`config.mk`:
```
export PLATFORM = sky130hd
export DESIGN_NAME = sump_ctrl_top
export DESIGN_NICKNAME = d
export VERILOG_FILES = /design/src/hdl/sump_cmd_pkg.sv /design/src/hdl/sump_cfg_pkg.sv /design/src/hdl/sump_dec_if.sv /design/src/hdl/sump_cmd_assembler.sv /design/src/hdl/sump_indec.sv /design/src/hdl/sump_cfg_regs.sv /design/src/hdl/sump_reply_tx.sv /design/src/hdl/sump_ctrl_top.sv
export VERILOG_INCLUDE_DIRS = /design/src /design/src/hdl
export SDC_FILE = /design/constraint.sdc
export NUM_CORES = 1
export LEC_CHECK = 0
export ABC_AREA = 0
export BUFFER_PORTS_ARGS = -buffer_cell sky130_fd_sc_hd__buf_2
export CORE_ASPECT_RATIO = 0.5
export CORE_UTILIZATION = 55
export CTS_CLUSTER_DIAMETER = 100
export DETAILED_ROUTE_END_ITERATION = 8
export PLACE_DENSITY_LB_ADDON = 0.12
export SLEW_MARGIN = 20
export SYNTH_ARGS = -nofsm -noshare
export SYNTH_HDL_FRONTEND = slang
export SYNTH_SLANG_ARGS = --single-unit
```
`constraint.sdc`:
```
create_clock -name clk_i -period 8.1 [get_ports clk_i]
set_input_delay 0 -clock clk_i [delete_from_list [all_inputs] [get_ports clk_i]]
set_output_delay 0 -clock clk_i [all_outputs]
set_load 0.02 [all_outputs]
```
`src/hdl/sump_defs.svh`:
```
// SUMP front end constants
// Link credits, trigger stage count and the ID reply bytes

`ifndef SUMP_DEFS_SVH
`define SUMP_DEFS_SVH

// ####################
// Flow control
// ####################

// Credits granted by the link after reset
`define SUMP_TX_CREDITS 4

// ####################
// Trigger
// ####################

`define SUMP_STAGES 4

// ####################
// ID reply "1ALS"
// ####################

`define SUMP_ID_B0 8'h31
`define SUMP_ID_B1 8'h41
`define SUMP_ID_B2 8'h4C
`define SUMP_ID_B3 8'h53

`endif

```
`src/hdl/sump_cmd_pkg.sv`:
```
// SUMP command types
// Opcodes as sent by the host, decoded actions and the stage index

`default_nettype none

package sump_cmd_pkg;

  // ####################
  // Host opcodes
  // ####################

  typedef enum logic [7:0] {
    OPC_SOFT_RESET  = 8'h00,
    OPC_RUN         = 8'h01,
    OPC_ID          = 8'h02,
    OPC_XON         = 8'h11,
    OPC_XOFF        = 8'h13,
    OPC_SET_DIV     = 8'h80,
    OPC_SET_CNT     = 8'h81,  // Read count low, delay count high
    OPC_SET_FLAGS   = 8'h82,
    OPC_SET_TRG_MSK = 8'hC0,  // Stage in bits 3..2
    OPC_SET_TRG_VAL = 8'hC1,
    OPC_SET_TRG_CFG = 8'hC2
  } opcode_e;

  // One action per decoded command
  typedef enum logic [3:0] {
    ACT_NONE,
    ACT_SOFT_RESET,
    ACT_RUN,
    ACT_ID,
    ACT_XON,
    ACT_XOFF,
    ACT_SET_MASK,
    ACT_SET_VAL,
    ACT_SET_CFG,
    ACT_SET_DIV,
    ACT_SET_CNT,
    ACT_SET_FLAGS
  } action_e;

  typedef logic [1:0]  stage_t;
  typedef logic [31:0] param_t;  // Long command argument

endpackage

`default_nettype wire

```
`src/hdl/sump_cfg_pkg.sv`:
```
// SUMP configuration types
// Per-stage trigger words and the complete analyzer setup

`default_nettype none

`include "sump_defs.svh"

package sump_cfg_pkg;

  // ####################
  // Trigger stage
  // ####################

  typedef struct packed {
    logic [31:0] mask;
    logic [31:0] value;
    logic [31:0] cfg;   // Delay, level, channel, start
  } trig_stage_t;

  // ####################
  // Full configuration
  // ####################

  typedef struct packed {
    trig_stage_t [`SUMP_STAGES-1:0] trig;
    logic [23:0]                    divider;
    logic [15:0]                    read_cnt;
    logic [15:0]                    delay_cnt;
    logic [31:0]                    flags;
  } sump_cfg_t;

endpackage

`default_nettype wire

```
`src/hdl/sump_dec_if.sv`:
```
// Decoded command link
// Carries one action from the decoder to the register file and reply sender

`default_nettype none

interface sump_dec_if;
  import sump_cmd_pkg::*;

  logic    stb;     // One cycle per command
  action_e action;
  stage_t  stage;
  param_t  param;

  modport producer (
    output stb,
    output action,
    output stage,
    output param
  );

  modport consumer (
    input stb,
    input action,
    input stage,
    input param
  );

endinterface

`default_nettype wire

```
`src/hdl/sump_cmd_assembler.sv`:
```
// SUMP command assembler
// Gathers host bytes into short (1 byte) or long (opcode + 4 bytes) commands
// and emits each complete command with a single strobe

`default_nettype none

module sump_cmd_assembler (
  input  logic                 clk_i,
  input  logic                 rst_n_i,
  input  logic                 rx_valid_i,
  input  logic [7:0]           rx_data_i,
  output logic                 cmd_stb_o,
  output logic [7:0]           cmd_opc_o,
  output sump_cmd_pkg::param_t cmd_param_o
);
  import sump_cmd_pkg::*;

  logic [2:0] byte_cnt_q;  // 0 waits for opcode
  logic [7:0] opc_q;
  param_t     param_q;
  logic       stb_q;
  logic       last_byte;

  // Short opcode or fourth parameter byte
  assign last_byte = rx_valid_i &&
                     (((byte_cnt_q == 3'd0) && !rx_data_i[7]) || (byte_cnt_q == 3'd4));

  // ####################
  // Byte counter
  // ####################

  always_ff @(posedge clk_i or negedge rst_n_i) begin
    if (!rst_n_i) begin
      byte_cnt_q <= 3'd0;
      stb_q      <= 1'b0;
    end else begin
      stb_q <= last_byte;
      if (rx_valid_i) begin
        if (byte_cnt_q == 3'd0) begin
          byte_cnt_q <= rx_data_i[7] ? 3'd1 : 3'd0;  // Long if bit 7 set
        end else if (byte_cnt_q == 3'd4) begin
          byte_cnt_q <= 3'd0;
        end else begin
          byte_cnt_q <= byte_cnt_q + 3'd1;
        end
      end
    end
  end

  // ####################
  // Opcode and parameter
  // ####################

  always_ff @(posedge clk_i) begin
    if (rx_valid_i) begin
      if (byte_cnt_q == 3'd0) begin
        opc_q <= rx_data_i;
      end else begin
        param_q <= {rx_data_i, param_q[31:8]};  // LSB first
      end
    end
  end

  assign cmd_stb_o   = stb_q;
  assign cmd_opc_o   = opc_q;
  assign cmd_param_o = param_q;

endmodule

`default_nettype wire

```
`src/hdl/sump_indec.sv`:
```
// SUMP instruction decoder
// Maps each opcode onto one action plus the trigger stage; combinational

`default_nettype none

module sump_indec (
  input  logic                 cmd_stb_i,
  input  logic [7:0]           cmd_opc_i,
  input  sump_cmd_pkg::param_t cmd_param_i,
  sump_dec_if.producer         dec_o
);
  import sump_cmd_pkg::*;

  opcode_e opc_full;
  opcode_e opc_stg;  // Stage bits cleared

  assign opc_full = opcode_e'(cmd_opc_i);
  assign opc_stg  = opcode_e'(cmd_opc_i & 8'hF3);

  assign dec_o.stb   = cmd_stb_i;
  assign dec_o.stage = stage_t'(cmd_opc_i[3:2]);
  assign dec_o.param = cmd_param_i;

  // ####################
  // Opcode decoding
  // ####################

  always_comb begin
    dec_o.action = ACT_NONE;
    if (cmd_opc_i[7:6] == 2'b11) begin
      // Per-stage trigger commands
      case (opc_stg)
        OPC_SET_TRG_MSK: dec_o.action = ACT_SET_MASK;
        OPC_SET_TRG_VAL: dec_o.action = ACT_SET_VAL;
        OPC_SET_TRG_CFG: dec_o.action = ACT_SET_CFG;
        default:         dec_o.action = ACT_NONE;
      endcase
    end else begin
      case (opc_full)
        OPC_SOFT_RESET: dec_o.action = ACT_SOFT_RESET;
        OPC_RUN:        dec_o.action = ACT_RUN;
        OPC_ID:         dec_o.action = ACT_ID;
        OPC_XON:        dec_o.action = ACT_XON;
        OPC_XOFF:       dec_o.action = ACT_XOFF;
        OPC_SET_DIV:    dec_o.action = ACT_SET_DIV;
        OPC_SET_CNT:    dec_o.action = ACT_SET_CNT;
        OPC_SET_FLAGS:  dec_o.action = ACT_SET_FLAGS;
        default:        dec_o.action = ACT_NONE;  // Unknown opcode ignored
      endcase
    end
  end

endmodule

`default_nettype wire

```
`src/hdl/sump_cfg_regs.sv`:
```
// SUMP configuration register file
// Applies decoded actions to the trigger stages, divider, counts, flags
// and the armed state

`default_nettype none

module sump_cfg_regs (
  input  logic                   clk_i,
  input  logic                   rst_n_i,
  sump_dec_if.consumer           dec_i,
  output sump_cfg_pkg::sump_cfg_t cfg_o,
  output logic                   armed_o
);
  import sump_cmd_pkg::*;
  import sump_cfg_pkg::*;

  sump_cfg_t cfg_q;
  logic      armed_q;

  // ####################
  // Register update
  // ####################

  always_ff @(posedge clk_i or negedge rst_n_i) begin
    if (!rst_n_i) begin
      cfg_q   <= '0;
      armed_q <= 1'b0;
    end else if (dec_i.stb) begin
      case (dec_i.action)
        ACT_SOFT_RESET: begin
          cfg_q   <= '0;
          armed_q <= 1'b0;
        end
        ACT_RUN: begin
          armed_q <= 1'b1;
        end
        ACT_SET_MASK: begin
          cfg_q.trig[dec_i.stage].mask <= dec_i.param;
        end
        ACT_SET_VAL: begin
          cfg_q.trig[dec_i.stage].value <= dec_i.param;
        end
        ACT_SET_CFG: begin
          cfg_q.trig[dec_i.stage].cfg <= dec_i.param;
        end
        ACT_SET_DIV: begin
          cfg_q.divider <= dec_i.param[23:0];
        end
        ACT_SET_CNT: begin
          cfg_q.read_cnt  <= dec_i.param[15:0];
          cfg_q.delay_cnt <= dec_i.param[31:16];
        end
        ACT_SET_FLAGS: begin
          cfg_q.flags <= dec_i.param;
        end
        default: begin
          // ID and XON/XOFF belong to the reply sender
          armed_q <= armed_q;
        end
      endcase
    end
  end

  // ####################
  // Outputs
  // ####################

  assign cfg_o   = cfg_q;
  assign armed_o = armed_q;

endmodule

`default_nettype wire

```
`src/hdl/sump_reply_tx.sv`:
```
// SUMP reply sender
// Returns the four ID bytes under XON/XOFF and link credit flow control

`default_nettype none

`include "sump_defs.svh"

module sump_reply_tx (
  input  logic         clk_i,
  input  logic         rst_n_i,
  sump_dec_if.consumer dec_i,
  input  logic         tx_credit_i,
  output logic         tx_valid_o,
  output logic [7:0]   tx_data_o
);
  import sump_cmd_pkg::*;

  localparam int unsigned       CRED_W   = $clog2(`SUMP_TX_CREDITS + 1);
  localparam logic [CRED_W-1:0] CRED_MAX = CRED_W'(`SUMP_TX_CREDITS);

  logic [1:0]        idx_q;      // Next reply byte
  logic              pending_q;
  logic              xoff_q;
  logic [CRED_W-1:0] credit_q;
  logic              send;

  assign send       = pending_q && !xoff_q && (credit_q != '0);
  assign tx_valid_o = send;

  always_comb begin
    case (idx_q)
      2'd0:    tx_data_o = `SUMP_ID_B0;
      2'd1:    tx_data_o = `SUMP_ID_B1;
      2'd2:    tx_data_o = `SUMP_ID_B2;
      default: tx_data_o = `SUMP_ID_B3;
    endcase
  end

  // ####################
  // Reply control
  // ####################

  always_ff @(posedge clk_i or negedge rst_n_i) begin
    if (!rst_n_i) begin
      idx_q     <= 2'd0;
      pending_q <= 1'b0;
      xoff_q    <= 1'b0;
    end else begin
      if (send) begin
        idx_q <= idx_q + 2'd1;  // Wraps to 0 after last byte
        if (idx_q == 2'd3) begin
          pending_q <= 1'b0;
        end
      end
      if (dec_i.stb) begin
        case (dec_i.action)
          ACT_ID: begin
            if (!pending_q) begin  // Dropped while busy
              pending_q <= 1'b1;
              idx_q     <= 2'd0;
            end
          end
          ACT_XON:  xoff_q <= 1'b0;
          ACT_XOFF: xoff_q <= 1'b1;
          ACT_SOFT_RESET: begin
            pending_q <= 1'b0;
            idx_q     <= 2'd0;
            xoff_q    <= 1'b0;
          end
          default: xoff_q <= xoff_q;
        endcase
      end
    end
  end

  // ####################
  // Link credits
  // ####################

  always_ff @(posedge clk_i or negedge rst_n_i) begin
    if (!rst_n_i) begin
      credit_q <= CRED_MAX;
    end else if (tx_credit_i && !send) begin
      if (credit_q != CRED_MAX) begin
        credit_q <= credit_q + 1'b1;
      end
    end else if (send && !tx_credit_i) begin
      credit_q <= credit_q - 1'b1;
    end
  end

endmodule

`default_nettype wire

```
`src/hdl/sump_ctrl_top.sv`:
```
// SUMP control front end
// Host byte stream in, configuration and ID replies out

`default_nettype none

module sump_ctrl_top (
  input  logic                    clk_i,
  input  logic                    rst_n_i,
  // Host bytes
  input  logic                    rx_valid_i,
  input  logic [7:0]              rx_data_i,
  // Configuration
  output sump_cfg_pkg::sump_cfg_t cfg_o,
  output logic                    armed_o,
  // Reply link
  input  logic                    tx_credit_i,
  output logic                    tx_valid_o,
  output logic [7:0]              tx_data_o
);
  import sump_cmd_pkg::*;

  logic       cmd_stb;
  logic [7:0] cmd_opc;
  param_t     cmd_param;

  sump_dec_if dec_if0 ();

  sump_cmd_assembler asm0 (
    .clk_i       (clk_i),
    .rst_n_i     (rst_n_i),
    .rx_valid_i  (rx_valid_i),
    .rx_data_i   (rx_data_i),
    .cmd_stb_o   (cmd_stb),
    .cmd_opc_o   (cmd_opc),
    .cmd_param_o (cmd_param)
  );

  sump_indec indec0 (
    .cmd_stb_i   (cmd_stb),
    .cmd_opc_i   (cmd_opc),
    .cmd_param_i (cmd_param),
    .dec_o       (dec_if0.producer)
  );

  sump_cfg_regs regs0 (
    .clk_i   (clk_i),
    .rst_n_i (rst_n_i),
    .dec_i   (dec_if0.consumer),
    .cfg_o   (cfg_o),
    .armed_o (armed_o)
  );

  sump_reply_tx tx0 (
    .clk_i       (clk_i),
    .rst_n_i     (rst_n_i),
    .dec_i       (dec_if0.consumer),
    .tx_credit_i (tx_credit_i),
    .tx_valid_o  (tx_valid_o),
    .tx_data_o   (tx_data_o)
  );

endmodule

`default_nettype wire

```
# Yosys cells after proc, flatten, opt, wreduce, memory -nomap -nowiden
# Index checks and enable logic that the tools add are counted.
# classes
order_cmp	2
eq_ne	28
muxes	34
add_sub_neg	4
n_reduce_logical	33
n_bitwise	1
# op_table
operator	n
case mux 384 bit (4 select lines)	1
bitwise mux 384 bit	3
demux 96 bit (select 2 bit)	3
case mux 32 bit (2 select lines)	2
2-to-1 mux 96 bit	1
2-to-1 mux 64 bit	1
case mux 24 bit (2 select lines)	1
2-to-1 mux 32 bit	1
case mux 4 bit (8 select lines)	1
equality test 8 bit (second input constant)	3
case mux 7 bit (3 select lines)	1
equality test 6 bit (second input constant)	3
AND reduction 2 bit	9
equality test 4 x 3 -> 1 bit (second input constant)	4
equality test 4 bit (second input constant)	4
equality test 8 x 5 -> 1 bit (second input constant)	2
2-to-1 mux 3 bit	5
case mux 4 bit (3 select lines)	1
nonzero test 2 bit	6
equality test 4 x 2 -> 1 bit (second input constant)	2
equality test 8 x 1 -> 1 bit (second input constant)	1
equality test 8 x 2 -> 1 bit (second input constant)	1
logical NOT 8 bit	1
logical AND 1 bit	7
other kinds (24)	38
# totals
wordCells	127
regBits	524
input_bits	12

# Longest topological paths before layout
# logic_depth
ltp_word	7
ltp_mapped	9
depth_no_buf	8

# Modules after synthesis
# From an unflattened synthesis, not the netlist that was laid out.
# hier_totals
hier_cells	2465
hier_area_um2	24507.3
# by_module_without_submodules
mod	area_per_inst_um2	seq_area_each_um2	n_inst	cells_per_inst
sump_cfg_regs	22150.0	11836.4	1	2284
sump_cmd_assembler	1412.6	1301.2	1	61
sump_reply_tx	576.8	176.4	1	68
sump_indec	367.9	0.0	1	52

# Worst setup path before layout
# Ideal clock, no wire load.
# synth_timing
path_type	reg2reg
start	register asm0.byte_cnt_q[0]
end	register asm0.param_q[0], in the netlist asm0.cmd_param_o[0], enable pin
path_stages_with_launch	4
t_required_ps	7629
path_slack_ps	4621
setup_ps	471
period_less_slack_ps	3479
t_arrival_ps	3009
cell_sequence	dfrtp_1 > inv_1 > ha_1 > a21boi_0
# synth_between
elab_chain_cells	3
# synth_rtl
element	line	text
start, declared	sump_cmd_assembler.sv:18	logic [2:0] byte_cnt_q;
start signal, assigned	sump_cmd_assembler.sv:40	byte_cnt_q <= rx_data_i[7] ? 3'd1 : 3'd0;
start signal, assigned	sump_cmd_assembler.sv:44	byte_cnt_q <= byte_cnt_q + 3'd1;
logical NOT 3 bit	sump_cmd_assembler.sv:56	if (byte_cnt_q == 3'd0) begin
inverter 1 bit (no line)	-	
AND reduction 2 bit (no line)	-	
end signal, assigned	sump_cmd_assembler.sv:59	param_q <= {rx_data_i, param_q[31:8]};
end, declared	sump_cmd_assembler.sv:20	param_t param_q;
# No other way between the ends.
# A chain may end at the register's enable or synchronous reset.

# Worst setup path after layout
# layout_timing
start	register asm0.opc_q[3], in the netlist asm0.cmd_opc_o[3]
end	register regs0.cfg_q, in the netlist regs0.cfg_o[271]
# layout_between
elab_chain_cells	6
elab_cells_between_ends	27
cone_classes	2 x order compare; 11 x eq/ne; 10 x mux; 4 x reduce/logical
# layout_rtl
element	line	text
start, declared	sump_cmd_assembler.sv:19	logic [7:0] opc_q;
start signal, assigned	sump_cmd_assembler.sv:57	opc_q <= rx_data_i;
equality test 8 bit, or another cell as far along	sump_indec.sv:39	case (opc_full)
case mux 4 bit (8 select lines) / logical AND 1 bit (equally long branches)	sump_indec.sv:39, sump_cfg_regs.sv:38	
2-to-1 mux 4 bit / 2-to-1 mux 96 bit (equally long branches)	sump_indec.sv:30, sump_cfg_regs.sv:38	
equality test 4 x 3 -> 1 bit, or another cell as far along	sump_cfg_regs.sv:29	case (dec_i.action)
nonzero test 4 bit (no line) / bitwise mux 384 bit (equally long branches)	-	
AND reduction 2 bit (no line) / case mux 384 bit (4 select lines) (equally long branches)	-	
end, declared	sump_cfg_regs.sv:17	sump_cfg_t cfg_q;
# Several ways; a longest one is shown, not always the timed one.

==> impl_results.md <==
- Status: finished clean
- Final ANT Viol Nets: 0
- Register area share after synthesis: 66.98%
- Io pins: 494
- Die Height: 136.4 um
- CTS Buf Count: 44
- Global router's overall resource usage: 34.82%
- Num rows: 48
- Worst EP arrival: 3.78 ns
- Clock Path Buffers: 3
- FF-to-FF setup slack: 4.73 ns
- Reg2Reg Launch Point: asm0.cmd_opc_o[3]$_DFFE_PP_
- Cell accounting for the most synthesized area: dfrtp_1
- Synth area leaders: dfrtp_1 61%, a22o_1 14%, edfxtp_1 6.0%
- Synthesized Nets: 1618
- DRT Wirelength: 65720 um
- NumNets Final: 2037
- Max_cap viols: 0
- Peak VDD IR: 0.1706 mV
- DRT Pass-1 Iters: 8
- CP Launch Point: asm0.cmd_opc_o[3]$_DFFE_PP_
- Share of post-route cells with drive strength above 1: 30.75%
- Final Hold Viols: 0
- DRC errors left: 0
- Fin Clk Skew: 0.01745 ns
- R2R cell count: 6
- Mean Syn Cell Area: 12.44 um2
- Hold crit path type: in -> async
- Final setup fails: 0
- Max Fclk: 0.2965 GHz
- TritonCTS clock tree: built
- Crit share post-route: 41.63%
- Detail-routed net length per standard cell: 26.01 um
- DRT iter0 DRCs: 1847
- Worst-path clk slew: 0.07 ns
- Critical Path RT: 8.51 ns
- Count leader, synth: dfrtp_1
- PD cells: 255.2 nW/um2
- Transition time at the pin with the least slew margin: 1.166 ns
- CP Launch Type: register
- RePlAce Congestion: 0.9280
- Yosys reg bits: 524
- Dpl hpwl: 42330 um
- FFs w/ async S/R, synth: 92.37%
- Top-area cell type share of the netlist area: 60.80%
- Cell variety after synth: 54
- LEAKAGE: 12.86 nW
- Die ar.: 36950 um2
- Grt ovf: 0
- Synth warn: 0
- Num Clock Sinks: 524
- Placed cell count: 2431
- Commonest cells post-synth: 483 x dfrtp_1, 311 x a22o_1, 155 x nor2_1
- Die W: 270.9 um
- Post-CTS Hold Buffers: 11
- Number of global-route vias before repair: 14430
- Mapped cell area: 19880 um2
- Worst setup path class: reg -> reg
- Unrepaired setup endpoints after global routing: false
- Worst skew pair latency: 0.57 ns
- H-tree levels: 2
- Area Growth Syn to Fin: 22.26%
- Worst setup EP type: register
- Setup TNS: 0 ns
- Top_reg_cell synth: dfrtp_1
- Worst flop-to-flop path endpoint: regs0.cfg_o[271]$_DFFE_PN0P_
- Postcts setup bufs: 0
- Post-route minimum period: 3.372 ns
- Post-synth EDFFs: 40
- Initial antenna violation count: 0
- Initial core utilization: 56.77%
- Largest net degree at the start of global routing: 175
- Syn Inst Count: 1598
- Post-Layout Cell Count: 2527
- Crit-path max FO: 69
- Port Buffer Count: 492
- Post-cts resize count: 0
- Via count: 15630
- First-pass GRT wire length: 95220 um
- Root Driver: clkbuf_16
- Core area: 35010 um2
- Max Transition Viols Final: 0
- Slew margin rel.: 21.84%
- Antenna fix cells: 0
- Routed vias/inst: 6.186
layout by cell type (no fill, tap or decap), drive strengths merged, types with 39 or more instances in the layout:
cell and n:
nor3 72, buf 521, edfxtp 40, a22o 311
nor2 155, dfrtp 483, nand3 67, nand2 109
clkbuf 69, a21oi 39
cells by family (layout without fill, tap and decap cells):
group | Yosys count | count (layout) | synth area share [%]
compound gates | 452 | 452 | 18.82
xor+xnor | 2 | 2 | 0.08814
fa+ha+maj | 8 | 8 | 0.5413
buf+inv | 177 | 631 | 3.682
flops | 524 | 524 | 66.98
mux | 4 | 4 | 0.2077
other cells | 1 | 1 | 0.01887
simple gates | 430 | 430 | 9.662
registers in the layout (all words and copies together), names as in the netlist:
| name | flops |
|---|---|
| regs0.cfg_o | 472 |
| asm0.cmd_param_o | 32 |
| asm0.cmd_opc_o | 8 |
| asm0.byte_cnt_q | 3 |
| tx0.credit_q | 3 |
| tx0.idx_q | 2 |
| asm0.cmd_stb_o | 1 |
| regs0.armed_o | 1 |
| tx0.pending_q | 1 |
| tx0.xoff_q | 1 |
final cells by class:
| type | count | area, um2 |
|---|---|---|
| tap | 475 | 594.3 |
| multi-input combinational | 897 | 5987 |
| clock buffer | 69 | 1356 |
| fill | 2585 | 10710 |
| timing repair buffer | 532 | 2888 |
| sequential | 524 | 13310 |
| inverter | 18 | 67.56 |
| clock inverter | 12 | 96.34 |
worst max path at each step:
stage                                     to  slack (ns)  cells past startpoint
6_report        regs0.cfg_o[271]$_DFFE_PN0P_        4.73                      6
5_1_grt         regs0.cfg_o[371]$_DFFE_PN0P_        4.55                      6
4_1_cts         regs0.cfg_o[271]$_DFFE_PN0P_        4.29                      6
3_5_place_dp    regs0.cfg_o[272]$_DFFE_PN0P_        4.28                      6
3_3_place_gp    regs0.cfg_o[370]$_DFFE_PN0P_        4.35                      6
2_1_floorplan  asm0.cmd_param_o[0]$_DFFE_PP_        4.62                      3
per-layer routing:
layer / track usage [%] / share of wire, % / vias up
li1: - / - / 6644
met1: 51.01 / 41 / 8085
met2: 52.43 / 47 / 772
met3: 6.835 / 8.6 / 130
met4: 11.80 / 3.1 / 0
met5: 0 / 0 / -
per-stage QoR:
step                      total power, mW  instance area [um2]  setup WS [ns]  util (%)  hold slack (ns)
after floorplan                     3.590                19880          4.621         -          -0.2956
after global placement              4.052                22620          4.350     64.62          0.08274
after detailed placement            4.069                22640          4.284     64.65          0.07914
after CTS                           6.202                24200          4.286     69.12          0.07142
after global routing                6.392                24300          4.554     69.41           0.1092
final                               6.202                24300          4.728     69.41          0.05473
worst max-delay path: stages, from the launching register on:
cell      delay, ns
edfxtp_1       0.63
nor2_4         0.26
o211a_1        0.32
or2_2          0.58
nor3_4         0.51
buf_4          0.65
nor3_1         0.16
report_power, final:
part	total [mW]	leakage, nW	internal (mW)	switching (mW)
registers	3.25	7.10	2.86	0.393
clock network	2.17	0.726	1.19	0.980
logic	0.780	5.04	0.268	0.511
Note: power is estimated with default switching activity, not from simulation.
